==> config.mk <==
export PLATFORM = sky130hd
export DESIGN_NAME = plru_tree
export DESIGN_NICKNAME = d
export VERILOG_FILES = /design/src/hdl/dcache_pkg.sv /design/src/hdl/plru_tree.sv
export SDC_FILE = /design/constraint.sdc
export NUM_CORES = 1
export LEC_CHECK = 0
export CORE_MARGIN = 2
export CORE_UTILIZATION = 63
export DETAILED_ROUTE_END_ITERATION = 12
export DONT_BUFFER_PORTS = 1
export GPL_TIMING_DRIVEN = 0
export PLACE_DENSITY = 0.86
export SKIP_LAST_GASP = 1
export SYNTH_ARGS = -nofsm -noshare
export SYNTH_HDL_FRONTEND = slang
export SYNTH_SLANG_ARGS = --single-unit
export TNS_END_PERCENT = 100
==> constraint.sdc <==
create_clock -name clk -period 4 [get_ports clk]
set_input_delay 1.2 -clock clk [delete_from_list [all_inputs] [get_ports clk]]
set_output_delay 1.2 -clock clk [all_outputs]
set_load 0.005 [all_outputs]
==> src/hdl/dcache_pkg.sv <==
package dcache_pkg;

    // cache geometry
    localparam int WAYS       = 4;
    localparam int SETS       = 16;
    localparam int LINE_WORDS = 8;
    localparam int WORD_BYTES = 4;
    localparam int ADDR_BITS  = 32;

    localparam int WAY_BITS      = $clog2(WAYS);
    localparam int INDEX_BITS    = $clog2(SETS);
    localparam int OFFSET_BITS   = $clog2(LINE_WORDS);
    localparam int ALIGN_BITS    = 2;
    localparam int TAG_BITS      = ADDR_BITS - INDEX_BITS - OFFSET_BITS - ALIGN_BITS;
    localparam int RAM_ADDR_BITS = WAY_BITS + INDEX_BITS + OFFSET_BITS;

    typedef logic [WORD_BYTES*8-1:0]  word_t;
    typedef logic [WORD_BYTES-1:0]    strobe_t;
    typedef logic [WAY_BITS-1:0]      way_t;
    typedef logic [INDEX_BITS-1:0]    index_t;
    typedef logic [OFFSET_BITS-1:0]   offset_t;
    typedef logic [TAG_BITS-1:0]      tag_t;

    // tree bits of one set with bit 0 at the root
    typedef logic [WAYS-2:0] plru_t;

    typedef struct packed {
        tag_t                  tag;
        index_t                index;
        offset_t               offset;
        logic [ALIGN_BITS-1:0] align;
    } addr_t;

    // word address inside the data RAM
    typedef struct packed {
        way_t    way;
        index_t  index;
        offset_t offset;
    } ram_addr_t;

    typedef enum logic [1:0] {
        IDLE,
        WB_READ,
        WB_SEND,
        FETCH
    } ctrl_state_t;

endpackage

==> src/hdl/plru_tree.sv <==
`timescale 1ns/10ps

module plru_tree (
    input  logic               clk,
    input  logic               resetn,
    input  dcache_pkg::index_t index,
    input  logic               touch,
    input  dcache_pkg::way_t   touch_way,
    output dcache_pkg::way_t   victim_way
);
    dcache_pkg::plru_t bits_q [dcache_pkg::SETS];
    dcache_pkg::plru_t cur;

    assign cur = bits_q[index];

    // root picks the pair and a leaf bit picks the way
    always_comb begin
        if (!cur[0]) begin
            victim_way = cur[1] ? dcache_pkg::way_t'(1) : dcache_pkg::way_t'(0);
        end else begin
            victim_way = cur[2] ? dcache_pkg::way_t'(3) : dcache_pkg::way_t'(2);
        end
    end

    always_ff @(posedge clk) begin
        if (resetn) begin
            for (int s = 0; s < dcache_pkg::SETS; s++) begin
                bits_q[s] <= '0;
            end
        end else if (touch) begin
            // point the path away from the used way
            if (!touch_way[1]) begin
                bits_q[index][0] <= 1'b1;
                bits_q[index][1] <= !touch_way[0];
            end else begin
                bits_q[index][0] <= 1'b0;
                bits_q[index][2] <= !touch_way[0];
            end
        end
    end

endmodule

==> impl_metrics.py <==
metrics = {
    "drt": {
        "drt-pass1-iter-count": 7,
        "route.vias.total": 1884,
        "drc": 0,
        "ant_nets": 0,
        "wl_per_cell_um": 21.2,
        "drt_first_iter_violations": 313,
        "via_per_inst": 6.80,
        "finalWirelength_mm": 5.87,
    },
    "worst_setup_path": {
        "critical-path-top-delay-family": "multiplexers",
        "setup.worst_path.start_class": "input pin",
        "critPathRequiredTime_ps": 2800,
        "crit_fanout": 10,
        "cp_slowest_cell": "mux4_2",
        "critPathCaptureType": "output port",
        "cp_slowest_stage_delay_ps": 510,
        "path_cells": "buf_6 > buf_12 > mux4_2 > a22oi_1 > nand2_1 > mux2_4",
        "cp.arrival_ps": 2660,
        "crit_buf_inv": 2,
        "worstSetupPathType": "in2out",
    },
    "worst_hold_path": {
        "min-delay-path-class": "in2reg",
    },
    "clocking": {
        "clock_path_buffers": 2,
        "cts.repair.resized": 0,
        "cts.sinks": 48,
        "h-tree-depth": 2,
        "clk_pin_slew_ps": 90,
        "hold_buffers": 0,
        "root_buffer": "clkbuf_8",
        "cts_tree": "yes",
        "numCtsBuffers": 5,
        "post_cts_buffers": 0,
    },
    "floorplanning": {
        "die_x_um": 68.6,
        "core_um2": 4000,
        "die_area_um2": 4710,
        "ios": 11,
        "initial_core_util": 0.658,
        "die_height_um": 68.6,
        "rows": 23,
    },
    "power": {
        "switching_power_mw": 0.246,
        "p_sw_frac": 0.230,
        "clkPwrFrac": 0.331,
        "p_int_mw": 0.821,
        "p_seq_frac": 0.551,
        "pwr-share-comb": 0.118,
        "ir_drop_mv": 0.289,
        "power_density_nw_per_um2": 380,
        "power_leakage_nw": 0.941,
    },
    "final_layout": {
        "reg.largest.list": "bits_q (48)",
        "nNetsFinal": 235,
        "layout-drive-gt1-share": 0.256,
        "fill_cells": 301,
        "post-route-util": 0.702,
        "largest_reg_flops": 48,
        "syn2layout_area_growth_pct": 6.61,
        "antenna_cells": 0,
        "top_register": "bits_q",
    },
    "timing": {
        "setup_viol": 0,
        "finalCriticalPeriod_ps": 3860,
        "drv_slew": 0,
        "tightestPinTransition_ps": 591,
        "slew_headroom": 0.606,
        "fin_crit_sh": 0.965,
        "hold_viol_final": 0,
        "max_freq_mhz": 259,
        "tns_ps": 0,
        "rsz0062_at_grt": "false",
    },
    "global_route": {
        "grtUsageTotal": 0.283,
        "grt_pass1_vias": 1791,
        "antenna_found_initial": 0,
        "grt_pass1_wl_mm": 9.03,
        "grt_max_degree": 16,
        "overflow": 0,
    },
    "synthesis": {
        "synthArstFlopShare": 0,
        "synthFlopType": "edfxtp_1",
        "syn_avg_cell_area_um2": 12.0,
        "seq_area_frac_synth": 0.548,
        "ys_ff_latch": 48,
        "synth_most_common_cell": "edfxtp_1",
        "netlist_area_um2": 2630,
        "syn_inst": 219,
        "synth_edf_count": 48,
        "synth_top_area_frac": 0.548,
        "synth_nets": 228,
        "yosys.cell_types.count": 27,
        "yosys_warnings": 0,
        "netlist_top_cells_count": "edfxtp_1, nor2_1, clkbuf_1, or2_2, nor3_1",
        "yosys-top-cells-area": "edfxtp_1, mux4_2, nor2_1",
        "yosys.area.top_type": "edfxtp_1",
    },
    "flow_run": {
        "maxCapViolCount": 0,
    },
    "status": {
        "status": "finished clean",
    },
    "placed_design": {
        "io_buffers": 0,
        "gp_congestion": 0.865,
        "dp_hpwl_mm": 4.13,
    },
}
-- worst paths after layout --
kind	end	cells after the start	from	slack, ps
max	victim_way[0]	6	index[0]	140
min	bits_q[13][0]	2	touch_way[1]	1330
-- power by group through the flow --
stage	Combinational (mW)	Sequential, mW	Clock (mW)
final	0.125	0.588	0.353
after global routing	0.136	0.590	0.369
after CTS	0.124	0.588	0.351
after detailed placement	0.123	0.599	0
after global placement	0.120	0.598	0
after floorplan	0.0982	0.594	0
-- area by class of cell --
type	instances	area, um2	area share
plain buffers	26	129	0.0459
clock buffers	5	68.8	0.0245
clock inverters	3	42.5	0.0152
multi-input cells	145	1060	0.379
flip-flops and latches	48	1440	0.514
well taps	50	62.6	0.0223
-- logic make-up after synthesis --
| family | synth area share |
|---|---|
| AND/OR/NAND/NOR | 0.192 |
| flip-flops | 0.548 |
| AO/OA/AOI/OAI | 0.0970 |
| buffers and inverters | 0.0490 |
| multiplexers | 0.114 |
-- per-stage QoR --
step / hold WS, ps / std cells / total power, mW / area, um2 / setup WS [ps]
after floorplan: 1570 / 219 / 0.692 / 2630 / 355
after global placement: 1620 / 269 / 0.717 / 2700 / 193
after detailed placement: 1630 / 269 / 0.723 / 2700 / 147
after CTS: 1320 / 277 / 1.06 / 2810 / 146
after global routing: 1330 / 277 / 1.10 / 2810 / 3.49
final: 1330 / 277 / 1.07 / 2810 / 140
-- cells in the final DEF, fill, tap and decap left out, types with 2 or more instances in the layout --
cell type and count:
edfxtp_1 48, nor2_1 34, clkbuf_1 17, or2_2 17, nor3_1 16, nand2_1 14, a31o_2 12, nand2b_1 9
mux4_2 8, o21bai_1 8, buf_2 6, a22oi_1 5, clkbuf_8 5, mux4_1 4, a41o_1 4, nand3_1 4
nor2b_1 2
-- layer usage --
metal / wire, um / global-route usage / vias up
met1: 2140 / 0.364 / 888
met3: 711 / 0.0731 / 16
met4: 155 / 0.128 / 0
li1: - / - / 831
met5: 0 / 0 / -
met2: 2870 / 0.454 / 149
Power figures use the tool's default switching activity.
