**src/hdl/dcache_pkg.sv**
```systemverilog
package dcache_pkg;

    // cache geometry
    localparam int WAYS       = 4;
    localparam int SETS       = 16;
    localparam int LINE_WORDS = 8;
    localparam int WORD_BYTES = 4;
    localparam int ADDR_BITS  = 32;

    localparam int WAY_BITS      = $clog2(WAYS);
    localparam int INDEX_BITS    = $clog2(SETS);
    localparam int OFFSET_BITS   = $clog2(LINE_WORDS);
    localparam int ALIGN_BITS    = 2;
    localparam int TAG_BITS      = ADDR_BITS - INDEX_BITS - OFFSET_BITS - ALIGN_BITS;
    localparam int RAM_ADDR_BITS = WAY_BITS + INDEX_BITS + OFFSET_BITS;

    typedef logic [WORD_BYTES*8-1:0]  word_t;
    typedef logic [WORD_BYTES-1:0]    strobe_t;
    typedef logic [WAY_BITS-1:0]      way_t;
    typedef logic [INDEX_BITS-1:0]    index_t;
    typedef logic [OFFSET_BITS-1:0]   offset_t;
    typedef logic [TAG_BITS-1:0]      tag_t;

    // tree bits of one set with bit 0 at the root
    typedef logic [WAYS-2:0] plru_t;

    typedef struct packed {
        tag_t                  tag;
        index_t                index;
        offset_t               offset;
        logic [ALIGN_BITS-1:0] align;
    } addr_t;

    // word address inside the data RAM
    typedef struct packed {
        way_t    way;
        index_t  index;
        offset_t offset;
    } ram_addr_t;

    typedef enum logic [1:0] {
        IDLE,
        WB_READ,
        WB_SEND,
        FETCH
    } ctrl_state_t;

endpackage

```
**src/hdl/lookup_if.sv**
```systemverilog
`timescale 1ns/10ps

interface lookup_if;

    // lookup results for the set of the current index
    logic               hit;
    dcache_pkg::way_t   hit_way;
    logic               victim_valid;
    logic               victim_dirty;
    dcache_pkg::tag_t   victim_tag;

    // metadata updates from the controller
    logic               set_dirty;
    logic               refill;
    dcache_pkg::way_t   refill_way;
    logic               clean;

    modport store (
        output hit, hit_way, victim_valid, victim_dirty, victim_tag,
        input  set_dirty, refill, refill_way, clean
    );

    modport ctrl (
        input  hit, hit_way, victim_valid, victim_dirty, victim_tag,
        output set_dirty, refill, refill_way, clean
    );

endinterface

```
**src/hdl/tag_store.sv**
```systemverilog
`timescale 1ns/10ps

module tag_store (
    input  logic               clk,
    input  logic               resetn,
    input  dcache_pkg::index_t index,
    input  dcache_pkg::tag_t   tag,
    input  dcache_pkg::way_t   victim_way,
    lookup_if.store            lk
);
    logic [dcache_pkg::WAYS-1:0] valid_q [dcache_pkg::SETS];
    logic [dcache_pkg::WAYS-1:0] dirty_q [dcache_pkg::SETS];
    dcache_pkg::tag_t            tag_q   [dcache_pkg::SETS][dcache_pkg::WAYS];
    logic [dcache_pkg::WAYS-1:0] way_hits;

    // all ways compared at once
    always_comb begin
        for (int w = 0; w < dcache_pkg::WAYS; w++) begin
            way_hits[w] = valid_q[index][w] && (tag_q[index][w] == tag);
        end
    end

    assign lk.hit = |way_hits;

    always_comb begin
        lk.hit_way = '0;
        for (int w = 0; w < dcache_pkg::WAYS; w++) begin
            if (way_hits[w]) begin
                lk.hit_way = dcache_pkg::way_t'(w);
            end
        end
    end

    // metadata of the line the PLRU would replace
    assign lk.victim_valid = valid_q[index][victim_way];
    assign lk.victim_dirty = dirty_q[index][victim_way];
    assign lk.victim_tag   = tag_q[index][victim_way];

    always_ff @(posedge clk) begin
        if (resetn) begin
            for (int s = 0; s < dcache_pkg::SETS; s++) begin
                valid_q[s] <= '0;
                dirty_q[s] <= '0;
            end
        end else begin
            if (lk.refill) begin
                valid_q[index][lk.refill_way] <= 1'b1;
                dirty_q[index][lk.refill_way] <= 1'b0;
            end else if (lk.clean) begin
                // memory now holds the written-back victim
                dirty_q[index][lk.refill_way] <= 1'b0;
            end else if (lk.set_dirty) begin
                dirty_q[index][lk.hit_way] <= 1'b1;
            end
        end
    end

    always_ff @(posedge clk) begin
        if (lk.refill) begin
            tag_q[index][lk.refill_way] <= tag;
        end
    end

    // refills only ever land on a miss, so a tag lives in one way at most
    one_way_hit: assert property (
        @(posedge clk) disable iff (resetn) $onehot0(way_hits)
    ) else $error("tag matched in more than one way");

endmodule

```
**src/flat_wrapper.sv**
```systemverilog
// flat-port wrapper written by rule: the top's interface ports become plain ports
module tag_store_flat 
  (clk, resetn, index, tag, victim_way, lk_hit, lk_hit_way, lk_victim_valid, lk_victim_dirty, lk_victim_tag, lk_set_dirty, lk_refill, lk_refill_way, lk_clean);
  lookup_if lk_i ();
  input  logic clk;
  input  logic resetn;
  input  dcache_pkg::index_t index;
  input  dcache_pkg::tag_t tag;
  input  dcache_pkg::way_t victim_way;
  output wire logic [$bits(lk_i.hit)-1:0] lk_hit;
  output wire logic [$bits(lk_i.hit_way)-1:0] lk_hit_way;
  output wire logic [$bits(lk_i.victim_valid)-1:0] lk_victim_valid;
  output wire logic [$bits(lk_i.victim_dirty)-1:0] lk_victim_dirty;
  output wire logic [$bits(lk_i.victim_tag)-1:0] lk_victim_tag;
  input wire logic [$bits(lk_i.set_dirty)-1:0] lk_set_dirty;
  input wire logic [$bits(lk_i.refill)-1:0] lk_refill;
  input wire logic [$bits(lk_i.refill_way)-1:0] lk_refill_way;
  input wire logic [$bits(lk_i.clean)-1:0] lk_clean;
  assign lk_hit = lk_i.hit;
  assign lk_hit_way = lk_i.hit_way;
  assign lk_victim_valid = lk_i.victim_valid;
  assign lk_victim_dirty = lk_i.victim_dirty;
  assign lk_victim_tag = lk_i.victim_tag;
  assign lk_i.set_dirty = lk_set_dirty;
  assign lk_i.refill = lk_refill;
  assign lk_i.refill_way = lk_refill_way;
  assign lk_i.clean = lk_clean;
  tag_store u_core (.clk(clk), .resetn(resetn), .index(index), .tag(tag), .victim_way(victim_way), .lk(lk_i));
endmodule
```
**config.mk**
```make
export PLATFORM = sky130hd
export DESIGN_NAME = tag_store_flat
export DESIGN_NICKNAME = d
export VERILOG_FILES = /design/src/hdl/dcache_pkg.sv /design/src/hdl/lookup_if.sv /design/src/hdl/tag_store.sv /design/src/flat_wrapper.sv
export SDC_FILE = /design/constraint.sdc
export NUM_CORES = 2
export LEC_CHECK = 0
export BUFFER_PORTS_ARGS = -buffer_cell sky130_fd_sc_hd__buf_2
export CAP_MARGIN = 15
export CORE_UTILIZATION = 35
export DETAILED_ROUTE_END_ITERATION = 12
export GPL_ROUTABILITY_DRIVEN = 0
export GPL_TIMING_DRIVEN = 0
export PLACE_DENSITY = 0.59
export SETUP_SLACK_MARGIN = 0.2
export SYNTH_ARGS = -nofsm -noshare
export SYNTH_HDL_FRONTEND = slang
export SYNTH_SLANG_ARGS = --single-unit
```
**constraint.sdc**
```tcl
create_clock -name clk -period 11.8 [get_ports clk]
set_input_delay 1.77 -clock clk [delete_from_list [all_inputs] [get_ports clk]]
set_output_delay 1.77 -clock clk [all_outputs]
set_load 0.005 [all_outputs]
```
==> results.sh <==
export IMPL_status="finished with violations"
export IMPL_violations="DRC"
export IMPL_cts_sinks=1600
export IMPL_root_buffer="clkbuf_16"
export IMPL_die_h_um=438
export IMPL_grt_remaining_overflow=0
export IMPL_finalCritPeriodShare_pct=82.0
export IMPL_final_common_cell="edfxtp_1"
export IMPL_routed_wl_mm=228
export IMPL_async_reset_ff_share_pct=0
export IMPL_wl_per_cell_um=35.4
export IMPL_setup_violations_final=0
export IMPL_synth_edff_count=1536
export IMPL_dpl_hpwl_mm=154
export IMPL_fillCellCount=16700
export IMPL_syn_nets=3537
export IMPL_yosys_warnings=0
export IMPL_holdWs_ps=465
export IMPL_dr_pass1_iters=11
export IMPL_layout_common_cells="edfxtp_1 (1,536), mux4_2 (390), nor2_1 (236), mux2i_1 (233), clkbuf_16 (164)"
export IMPL_grt_max_degree=68
export IMPL_drv_slew=0
export IMPL_rsz0062_at_grt="no"
export IMPL_core_um2=188000
export IMPL_cp_max_fo=10
export IMPL_io_pins=64
export IMPL_pwr_density_cell_nw_per_um2=161
export IMPL_critPathArrivalTime_ps=7900
export IMPL_avgSynthCellArea_um2=19.0
export IMPL_required_ps=10030
export IMPL_cts_tree="yes"
export IMPL_cts_max_level=4
export IMPL_port_buffer_count=59
export IMPL_postCtsSetupRepairBufs=0
export IMPL_crit_type="input port to output pin"
export IMPL_drt_iter0_drc=6238
export IMPL_cts_resized=0
export IMPL_whs_path_depth=2
export IMPL_cp_start_kind="input port"
export IMPL_clk_pin_slew_worst_paths_ps=60
export IMPL_clk_latency_ps=860
export IMPL_grt_pass1_wl_mm=308
export IMPL_yosysTopAreaCell="edfxtp_1"
export IMPL_grt_use_total_pct=23.5
export IMPL_netlist_area_um2=66500
export IMPL_fin_skew_ps=74.2
export IMPL_relSlewSlack_pct=5.09
export IMPL_ys_types=90
export IMPL_post_route_min_period_ps=9670
export IMPL_regArea_um2=47400
export IMPL_post_dp_cell_area_um2=72400
export IMPL_ant_nets=0
export IMPL_antenna_found_initial=10
export IMPL_area_growth_pct=17.4
export IMPL_total_leakage_power_nw=25.2
export IMPL_die_x_um=438
export IMPL_final_nets=3857
export IMPL_first_global_vias=36420
export IMPL_tns_ps=0
export IMPL_synth_seq_cells=1600
export IMPL_seq_area_frac_synth_pct=71.3
export IMPL_via_per_inst=5.93
export IMPL_synthCells=3501
export IMPL_max_freq_ghz=0.103
export IMPL_worst_pin_slew_ps=1420
export IMPL_floorplan_die_area_um2=192000
export IMPL_netlist_area_leader_share_pct=69.4
export IMPL_multi_input_area_um2=18000
export IMPL_final_area_um2=78000
export IMPL_pre_cts_ws_ps=2470
export IMPL_synthFlopType="edfxtp_1"
export IMPL_clockBufferDepth=3
export IMPL_start_util_pct=35.3
export IMPL_netlist_top_cells_area="edfxtp_1 (69%), mux4_2 (13%), mux2i_1 (3.5%)"
export IMPL_setup_ws_ps=2130
export IMPL_rows=159
export IMPL_drive_gt1_share_pct=26.9
export IMPL_drc=4
export IMPL_hp_class="flop to flop"
export IMPL_end_kind="output pin"
export IMPL_numCtsBuffers=163
export IMPL_r2r_cells=10
export IMPL_hold_violations=0
export IMPL_ir_drop_v=0.000111
export IMPL_dr_total_vias=38238
export IMPL_maxCapViolations=0
export IMPL_cts_hold_buf=0
[cell families after synthesis]
family	share of synthesized area, %
DFF	71.3
muxes	17.7
and+or+nand+nor	3.76
AOI/OAI and AO/OA	3.43
buffers and inverters	2.36
xor gates and xnor gates	1.37
[synthesized netlist by cell type, drive strengths merged, types with 33 or more instances]
cell type / n
dfxtp: 64
mux2i: 235
a21o: 33
o21ai: 66
nor2: 311
buf: 145
edfxtp: 1536
a21oi: 44
xnor2: 74
nand2: 111
clkbuf: 89
mux4: 400
a22oi: 51
[per-layer routing]
layer  track usage, %  up-vias  wire, um
met3             6.60      621     25500
met5                0        -        17
li1                 -    14855         -
met2             34.7     2529    100000
met4             12.8        2     14600
met1             31.4    20231     87900
[final timing paths]
check	from	end	slack, ps
worst max-delay path	index[2]	lk_victim_tag[12]	2130
worst min-delay path	u_core.valid_q[10][1]$_DFF_P_	u_core.valid_q[10][1]$_DFF_P_	470
worst max register to register	u_core.tag_q[3][11]$_DFFE_PP_	u_core.dirty_q[13][3]$_SDFFCE_PN0P_	7040
worst min register to register	u_core.valid_q[10][1]$_DFF_P_	u_core.valid_q[10][1]$_DFF_P_	470
[area by class of cell]
type / count / share of cell area [%]
diodes: 3 / 0.00962
plain buffers: 234 / 1.93
clock buffers: 204 / 5.59
clock inverters: 90 / 1.42
inverters: 18 / 0.0866
multi-input cells: 1649 / 23.0
flip-flops and latches: 1600 / 60.8
well taps: 2495 / 4.00
repair buffers: 155 / 3.15
[per-stage QoR]
step	power, mW	utilization (%)	cells
after CTS	12.6	41.4	6440
after global routing	12.9	41.4	6446
after floorplan	6.90	-	3501
after global placement	7.35	37.1	6055
final	12.6	41.5	6448
after detailed placement	7.39	38.5	6146
[registers in the layout (all words and copies together), names as in the netlist]
| signal | count |
|---|---|
| u_core.valid_q | 64 |
| u_core.dirty_q | 64 |
| u_core.tag_q | 1472 |
[report_power, final]
part           leakage [nW]  switching (mW)  internal [mW]  total [mW]
combinational          8.10           0.693          0.336        1.03
clock                  2.67            2.29           2.99        5.28
sequential             14.4          0.0110           6.26        6.28
total                  25.2            3.00           9.59        12.6
[critical path: stages]
cell and delay [ps]:
buf_2 250, clkbuf_1 730, buf_2 530, clkbuf_1 640, buf_1 770, buf_1 1020
clkbuf_1 780, nand2_1 110, o211ai_1 190, o21ai_0 190, o21ai_0 610, buf_2 230
No activity file was read; power rests on OpenSTA's default activity.
