==> src/hdl/dcache_pkg.sv <==
package dcache_pkg;

    // cache geometry
    localparam int WAYS       = 4;
    localparam int SETS       = 16;
    localparam int LINE_WORDS = 8;
    localparam int WORD_BYTES = 4;
    localparam int ADDR_BITS  = 32;

    localparam int WAY_BITS      = $clog2(WAYS);
    localparam int INDEX_BITS    = $clog2(SETS);
    localparam int OFFSET_BITS   = $clog2(LINE_WORDS);
    localparam int ALIGN_BITS    = 2;
    localparam int TAG_BITS      = ADDR_BITS - INDEX_BITS - OFFSET_BITS - ALIGN_BITS;
    localparam int RAM_ADDR_BITS = WAY_BITS + INDEX_BITS + OFFSET_BITS;

    typedef logic [WORD_BYTES*8-1:0]  word_t;
    typedef logic [WORD_BYTES-1:0]    strobe_t;
    typedef logic [WAY_BITS-1:0]      way_t;
    typedef logic [INDEX_BITS-1:0]    index_t;
    typedef logic [OFFSET_BITS-1:0]   offset_t;
    typedef logic [TAG_BITS-1:0]      tag_t;

    // tree bits of one set with bit 0 at the root
    typedef logic [WAYS-2:0] plru_t;

    typedef struct packed {
        tag_t                  tag;
        index_t                index;
        offset_t               offset;
        logic [ALIGN_BITS-1:0] align;
    } addr_t;

    // word address inside the data RAM
    typedef struct packed {
        way_t    way;
        index_t  index;
        offset_t offset;
    } ram_addr_t;

    typedef enum logic [1:0] {
        IDLE,
        WB_READ,
        WB_SEND,
        FETCH
    } ctrl_state_t;

endpackage

==> src/hdl/lookup_if.sv <==
`timescale 1ns/10ps

interface lookup_if;

    // lookup results for the set of the current index
    logic               hit;
    dcache_pkg::way_t   hit_way;
    logic               victim_valid;
    logic               victim_dirty;
    dcache_pkg::tag_t   victim_tag;

    // metadata updates from the controller
    logic               set_dirty;
    logic               refill;
    dcache_pkg::way_t   refill_way;
    logic               clean;

    modport store (
        output hit, hit_way, victim_valid, victim_dirty, victim_tag,
        input  set_dirty, refill, refill_way, clean
    );

    modport ctrl (
        input  hit, hit_way, victim_valid, victim_dirty, victim_tag,
        output set_dirty, refill, refill_way, clean
    );

endinterface

==> src/hdl/miss_controller.sv <==
`timescale 1ns/10ps

module miss_controller (
    input  logic                             clk,
    input  logic                             resetn,
    input  logic                             req_valid,
    input  dcache_pkg::addr_t                req_addr,
    input  dcache_pkg::strobe_t              req_strobe,
    input  dcache_pkg::word_t                req_wdata,
    output logic                             addr_ok,
    output logic                             data_ok,
    output dcache_pkg::word_t                rdata,
    output logic                             mem_valid,
    output logic                             mem_write,
    output logic [dcache_pkg::ADDR_BITS-1:0] mem_addr,
    output dcache_pkg::word_t                mem_wdata,
    input  logic                             mem_ready,
    input  logic                             mem_last,
    input  dcache_pkg::word_t                mem_rdata,
    input  dcache_pkg::word_t                hit_data,
    input  dcache_pkg::way_t                 victim_way,
    lookup_if.ctrl                           lk,
    output logic                             ram_en,
    output dcache_pkg::strobe_t              ram_we,
    output dcache_pkg::ram_addr_t            ram_addr,
    output dcache_pkg::word_t                ram_wdata,
    output logic                             touch,
    output dcache_pkg::way_t                 touch_way
);
    dcache_pkg::ctrl_state_t          state_q;
    logic [dcache_pkg::OFFSET_BITS:0] cnt_q;
    dcache_pkg::offset_t              beat;
    dcache_pkg::offset_t              line_off;
    dcache_pkg::way_t                 way_q;
    dcache_pkg::tag_t                 vtag_q;
    dcache_pkg::word_t                wb_buf [dcache_pkg::LINE_WORDS];
    logic                             beat_done;

    assign beat      = cnt_q[dcache_pkg::OFFSET_BITS-1:0];
    // bursts wrap from the requested word
    assign line_off  = req_addr.offset + beat;
    assign beat_done = mem_valid && mem_ready;

    assign addr_ok = (state_q == dcache_pkg::IDLE) && req_valid && lk.hit;
    assign rdata   = hit_data;

    assign lk.set_dirty  = addr_ok && (|req_strobe);
    assign lk.refill     = (state_q == dcache_pkg::FETCH) && beat_done && mem_last;
    assign lk.clean      = (state_q == dcache_pkg::WB_SEND) && beat_done && mem_last;
    assign lk.refill_way = way_q;

    assign mem_valid = (state_q == dcache_pkg::WB_SEND) || (state_q == dcache_pkg::FETCH);
    assign mem_write = (state_q == dcache_pkg::WB_SEND);
    assign mem_addr  = {mem_write ? vtag_q : req_addr.tag, req_addr.index, req_addr.offset,
                        {dcache_pkg::ALIGN_BITS{1'b0}}};
    assign mem_wdata = wb_buf[beat];

    always_comb begin
        ram_en    = 1'b0;
        ram_we    = '0;
        ram_addr  = {lk.hit_way, req_addr.index, req_addr.offset};
        ram_wdata = req_wdata;
        touch     = 1'b0;
        touch_way = lk.hit_way;
        case (state_q)
            dcache_pkg::IDLE: begin
                ram_en = addr_ok;
                ram_we = req_strobe;
                touch  = addr_ok;
            end
            dcache_pkg::WB_READ: begin
                ram_en   = !cnt_q[dcache_pkg::OFFSET_BITS];
                ram_addr = {way_q, req_addr.index, line_off};
            end
            dcache_pkg::FETCH: begin
                ram_en    = beat_done;
                ram_we    = '1;
                ram_addr  = {way_q, req_addr.index, line_off};
                ram_wdata = mem_rdata;
                touch     = lk.refill;
                touch_way = way_q;
            end
            default: begin
            end
        endcase
    end

    always_ff @(posedge clk) begin
        if (resetn) begin
            state_q <= dcache_pkg::IDLE;
            cnt_q   <= '0;
            data_ok <= 1'b0;
        end else begin
            data_ok <= addr_ok;
            case (state_q)
                dcache_pkg::IDLE: begin
                    cnt_q <= '0;
                    if (req_valid && !lk.hit) begin
                        state_q <= (lk.victim_valid && lk.victim_dirty) ? dcache_pkg::WB_READ
                                                                        : dcache_pkg::FETCH;
                    end
                end
                dcache_pkg::WB_READ: begin
                    // one extra cycle for the last RAM read to land
                    if (cnt_q[dcache_pkg::OFFSET_BITS]) begin
                        state_q <= dcache_pkg::WB_SEND;
                        cnt_q   <= '0;
                    end else begin
                        cnt_q <= cnt_q + 1'b1;
                    end
                end
                dcache_pkg::WB_SEND, dcache_pkg::FETCH: begin
                    if (beat_done) begin
                        cnt_q <= mem_last ? '0 : cnt_q + 1'b1;
                        if (mem_last) begin
                            state_q <= (state_q == dcache_pkg::WB_SEND) ? dcache_pkg::FETCH
                                                                        : dcache_pkg::IDLE;
                        end
                    end
                end
                default: begin
                    state_q <= dcache_pkg::IDLE;
                end
            endcase
        end
    end

    always_ff @(posedge clk) begin
        if (state_q == dcache_pkg::IDLE && req_valid && !lk.hit) begin
            way_q  <= victim_way;
            vtag_q <= lk.victim_tag;
        end
        if (state_q == dcache_pkg::WB_READ && cnt_q != '0) begin
            wb_buf[dcache_pkg::offset_t'(beat - 1'b1)] <= hit_data;
        end
    end

    // the held request must hit once its line is in
    refill_hit: assert property (
        @(posedge clk) disable iff (resetn) lk.refill |=> lk.hit
    ) else $error("held request missed after its refill");

    // a stalled beat keeps its request on the bus
    burst_hold: assert property (
        @(posedge clk) disable iff (resetn)
        mem_valid && !mem_ready |=> mem_valid && $stable(mem_addr)
    ) else $error("memory request dropped before its beat completed");

endmodule

==> src/flat_wrapper.sv <==
// flat-port wrapper written by rule: the top's interface ports become plain ports
module miss_controller_flat 
  (clk, resetn, req_valid, req_addr, req_strobe, req_wdata, addr_ok, data_ok, rdata, mem_valid, mem_write, mem_addr, mem_wdata, mem_ready, mem_last, mem_rdata, hit_data, victim_way, ram_en, ram_we, ram_addr, ram_wdata, touch, touch_way, lk_hit, lk_hit_way, lk_victim_valid, lk_victim_dirty, lk_victim_tag, lk_set_dirty, lk_refill, lk_refill_way, lk_clean);
  lookup_if lk_i ();
  input  logic clk;
  input  logic resetn;
  input  logic req_valid;
  input  dcache_pkg::addr_t req_addr;
  input  dcache_pkg::strobe_t req_strobe;
  input  dcache_pkg::word_t req_wdata;
  output logic addr_ok;
  output logic data_ok;
  output dcache_pkg::word_t rdata;
  output logic mem_valid;
  output logic mem_write;
  output logic [dcache_pkg::ADDR_BITS-1:0] mem_addr;
  output dcache_pkg::word_t mem_wdata;
  input  logic mem_ready;
  input  logic mem_last;
  input  dcache_pkg::word_t mem_rdata;
  input  dcache_pkg::word_t hit_data;
  input  dcache_pkg::way_t victim_way;
  output logic ram_en;
  output dcache_pkg::strobe_t ram_we;
  output dcache_pkg::ram_addr_t ram_addr;
  output dcache_pkg::word_t ram_wdata;
  output logic touch;
  output dcache_pkg::way_t touch_way;
  input wire logic [$bits(lk_i.hit)-1:0] lk_hit;
  input wire logic [$bits(lk_i.hit_way)-1:0] lk_hit_way;
  input wire logic [$bits(lk_i.victim_valid)-1:0] lk_victim_valid;
  input wire logic [$bits(lk_i.victim_dirty)-1:0] lk_victim_dirty;
  input wire logic [$bits(lk_i.victim_tag)-1:0] lk_victim_tag;
  output wire logic [$bits(lk_i.set_dirty)-1:0] lk_set_dirty;
  output wire logic [$bits(lk_i.refill)-1:0] lk_refill;
  output wire logic [$bits(lk_i.refill_way)-1:0] lk_refill_way;
  output wire logic [$bits(lk_i.clean)-1:0] lk_clean;
  assign lk_i.hit = lk_hit;
  assign lk_i.hit_way = lk_hit_way;
  assign lk_i.victim_valid = lk_victim_valid;
  assign lk_i.victim_dirty = lk_victim_dirty;
  assign lk_i.victim_tag = lk_victim_tag;
  assign lk_set_dirty = lk_i.set_dirty;
  assign lk_refill = lk_i.refill;
  assign lk_refill_way = lk_i.refill_way;
  assign lk_clean = lk_i.clean;
  miss_controller u_core (.clk(clk), .resetn(resetn), .req_valid(req_valid), .req_addr(req_addr), .req_strobe(req_strobe), .req_wdata(req_wdata), .addr_ok(addr_ok), .data_ok(data_ok), .rdata(rdata), .mem_valid(mem_valid), .mem_write(mem_write), .mem_addr(mem_addr), .mem_wdata(mem_wdata), .mem_ready(mem_ready), .mem_last(mem_last), .mem_rdata(mem_rdata), .hit_data(hit_data), .victim_way(victim_way), .lk(lk_i), .ram_en(ram_en), .ram_we(ram_we), .ram_addr(ram_addr), .ram_wdata(ram_wdata), .touch(touch), .touch_way(touch_way));
endmodule
==> config.mk <==
export PLATFORM = sky130hd
export DESIGN_NAME = miss_controller_flat
export DESIGN_NICKNAME = d
export VERILOG_FILES = /design/src/hdl/dcache_pkg.sv /design/src/hdl/lookup_if.sv /design/src/hdl/miss_controller.sv /design/src/flat_wrapper.sv
export SDC_FILE = /design/constraint.sdc
export NUM_CORES = 1
export LEC_CHECK = 0
export BUFFER_PORTS_ARGS = -buffer_cell sky130_fd_sc_hd__buf_2
export CAP_MARGIN = 20
export CORE_MARGIN = 3
export CORE_UTILIZATION = 40
export CTS_CLUSTER_SIZE = 10
export DETAILED_ROUTE_END_ITERATION = 7
export GPL_TIMING_DRIVEN = 1
export PLACE_DENSITY = 0.66
export SETUP_SLACK_MARGIN = 0.3
export SLEW_MARGIN = 20
export SYNTH_ARGS = -nofsm -noshare
export SYNTH_HDL_FRONTEND = slang
export SYNTH_SLANG_ARGS = --single-unit
==> constraint.sdc <==
create_clock -name clk -period 6.9 [get_ports clk]
set_clock_uncertainty 0.05 [all_clocks]
set_input_delay 0 -clock clk [delete_from_list [all_inputs] [get_ports clk]]
set_output_delay 0 -clock clk [all_outputs]
set_load 0.005 [all_outputs]
==> results.json <==
{
  "maxCapViolCount": 0,
  "cp-endpoint": "mem_wdata[28]",
  "ios": 321,
  "cp.arrival_ps": 2800,
  "post-dp-hpwl_um": 18000,
  "relSlewSlack_pct": 29.21,
  "period_minus_slack_ps": 2852,
  "power.density_mw_per_mm2": 286.7,
  "drtIter0Drc": 293,
  "end_kind": "primary output",
  "grt_max_degree": 65,
  "core_area_mm2": 0.02972,
  "dieArea_mm2": 0.03243,
  "power_leakage_nw": 5.546,
  "port_buffers": 304,
  "place_area_mm2": 0.01383,
  "crit_type": "register to primary output",
  "ant_nets": 0,
  "finalHoldViolCount": 0,
  "fin_crit_sh_pct": 41.34,
  "synth_seq_cells": 291,
  "stdcell_count": 1365,
  "synth_cell_types": 35,
  "cts_made_buffers": 35,
  "worstSkewPairLatency_ps": 510,
  "max_freq_mhz": 350.6,
  "place.gp.congestion": 0.7807,
  "num_rows": 63,
  "r2r_end": "u_core.state_q[1]$_SDFFE_PP0P_",
  "cts_setup_buffers": 0,
  "syn2layout_area_growth_pct": 28.14,
  "final_core_util_pct": 52.27,
  "drt_first_pass_iters": 4,
  "cts_buffer_depth": 3,
  "cp_max_fo": 32,
  "clock_sinks": 291,
  "fillCellCount": 2414,
  "dp_cells": 1242,
  "vias": 6813,
  "worstMarginPinSlew_ps": 1062,
  "grt_pass1_vias": 7240,
  "cts-root-buf": "clkbuf_16",
  "antenna_found_initial": 4,
  "cp-start-kind": "register",
  "ir_drop_mv": 0.2232,
  "r2r_start": "u_core.state_q[1]$_SDFFE_PP0P_",
  "dieWidth_um": 180.1,
  "cts_htree_levels": 2,
  "drive_above_1_share_pct": 54.16,
  "worst_slack_ps": 4048,
  "finalWirelength_um": 29420,
  "die_y_um": 180.1,
  "reg2reg_slack_ps": 4140,
  "syn_avg_cell_area_um2": 19.94,
  "syn_inst": 608,
  "cts_tree": "yes",
  "vias_per_cell": 4.991,
  "final_max_slew_viol_count": 0,
  "final_area_mm2": 0.01553,
  "yosysWarnings": 0,
  "wl_per_cell_um": 21.55,
  "min-delay-path-class": "input pin to register",
  "clk_pin_slew_ps": 50,
  "tns_ps": 0,
  "worstRegToRegCells": 6,
  "drc": 0,
  "syn_area_mm2": 0.01212,
  "finalNetCount": 1136,
  "rsz0062_at_grt": "false",
  "critPathRequiredTime_ps": 6850,
  "grt_overflow_total": 0,
  "grt_first_pass_wirelength_um": 44150,
  "status": "completed",
  "dp_slack_ps": 4107,
  "setup_viol": 0,
  "synth_seq_area_share_pct": 71.26,
  "start_util_pct": 40.79,
  "globalRouteTotalUtil_pct": 17.74
}
==> where the power goes <==
part,switching [mW],internal [mW]
clock network,0.661,0.932
logic,0.396,0.449
registers,0.0318,1.98
total,1.09,3.36
==> worst max-delay path: stages, from the launching register on <==
cell and delay, ps:
dfxtp_4 540, buf_4 440, buf_16 310, mux4_2 560, mux2_2 290, buf_2 130
==> cell families after synthesis <==
| family | after synthesis | synth area share, % |
|---|---|---|
| AOI/OAI and AO/OA | 18 | 0.8980 |
| xor gates and xnor gates | 3 | 0.2168 |
| adders and majority gates | 10 | 1.094 |
| buffers and inverters | 80 | 4.005 |
| DFF | 291 | 71.26 |
| muxes | 159 | 20.71 |
| other | 1 | 0.03094 |
| and+or+nand+nor | 46 | 1.786 |
==> state kept, by name, summed over array words and instances (netlist names), named ones only <==
signal / flops
u_core.data_ok: 1
u_core.wb_buf: 256
u_core.cnt_q: 4
u_core.lk.refill_way: 2
u_core.state_q: 2
u_core.vtag_q: 23
==> layer usage <==
layer  GRT usage, %  vias up  part of all wire [%]  wire length, µm
li1               -     3103                     -                -
met1          22.51     3390                    39            11620
met2          30.88      262                    51            15150
met3          4.219       52                   6.8             2003
met4          4.667        6                   2.0              603
met5              0        -                  0.16               47
==> area by class of cell <==
| cell class | count | area, µm² | area share [%] |
|---|---|---|---|
| Clock buffer | 46 | 917.1 | 5.905 |
| Multi-Input combinational cell | 238 | 3057 | 19.68 |
| Timing Repair Buffer | 385 | 2322 | 14.95 |
| Antenna cell | 2 | 5.005 | 0.03222 |
| Inverter | 8 | 30.03 | 0.1933 |
| Sequential cell | 291 | 8647 | 55.67 |
| Tap cell | 390 | 488.0 | 3.142 |
| Clock inverter | 5 | 66.31 | 0.4269 |
==> worst min path at each step <==
stage                startpoint                          to  slack (ps)  depth (start not counted)
CTS                    mem_last                    register          60                          5
finish                 mem_last                    register          80                          5
floorplan           req_addr[4]                 ram_addr[2]           5                          1
global placement    req_addr[8]                 ram_addr[6]         -50                          0
detailed placement  req_addr[8]                 ram_addr[6]         -50                          0
global route          req_valid  u_core.vtag_q[7]$_DFFE_PP_         110                          4
==> cells in the final DEF, fill, tap and decap left out, drive strengths merged, types with 2 or more instances in the layout <==
| master | n |
|---|---|
| mux4 | 64 |
| buf | 316 |
| nand2 | 10 |
| nor3 | 4 |
| a211oi | 2 |
| and3 | 2 |
| dfxtp | 10 |
| diode | 2 |
| xor2 | 2 |
| nand3 | 4 |
| conb | 2 |
| dlygate4sd3 | 69 |
| inv | 9 |
| a21oi | 10 |
| edfxtp | 281 |
| a31oi | 2 |
| nor2 | 17 |
| clkinv | 3 |
| clkbuf | 46 |
| nand2b | 3 |
| mux2 | 94 |
| ha | 9 |
==> cell usage after synthesis <==
master / n / area share, %
o21ai_0: 1 / 0.041
conb_1: 1 / 0.031
buf_6: 1 / 0.093
nand3_1: 4 / 0.17
inv_1: 8 / 0.25
a211oi_1: 2 / 0.12
or2_4: 1 / 0.072
a2bb2oi_1: 1 / 0.072
mux2i_1: 1 / 0.083
clkbuf_1: 18 / 0.56
ha_1: 9 / 0.93
buf_1: 1 / 0.031
a222oi_1: 1 / 0.083
and3_1: 2 / 0.10
nand4b_1: 1 / 0.072
mux4_2: 64 / 12
fa_1: 1 / 0.17
a21oi_1: 10 / 0.41
o21bai_1: 1 / 0.062
buf_2: 7 / 0.29
a31oi_1: 2 / 0.10
nor3_1: 4 / 0.17
dfxtp_1: 10 / 1.7
nand2_1: 10 / 0.31
buf_4: 45 / 2.8
edfxtp_1: 281 / 70
nor2b_1: 1 / 0.052
or2b_1: 1 / 0.062
or3_1: 1 / 0.052
nand2b_1: 3 / 0.15
nor4_1: 1 / 0.052
mux2_2: 94 / 8.7
xor2_1: 2 / 0.14
xnor2_1: 1 / 0.072
nor2_1: 17 / 0.53
==> per-stage QoR <==
stage	total power [mW]	hold WS [ps]
finish	4.453	81.02
global route	4.650	111.3
CTS	4.507	58.79
detailed placement	2.843	-49.87
global placement	2.839	-49.87
floorplan	2.539	5.423
==> what timing repair did <==
action,CTS,global route
resized for setup,0,0
endpoints found under the hold margin,309,0
hold buffers,69,0
No activity file was read; power rests on OpenSTA's default activity.
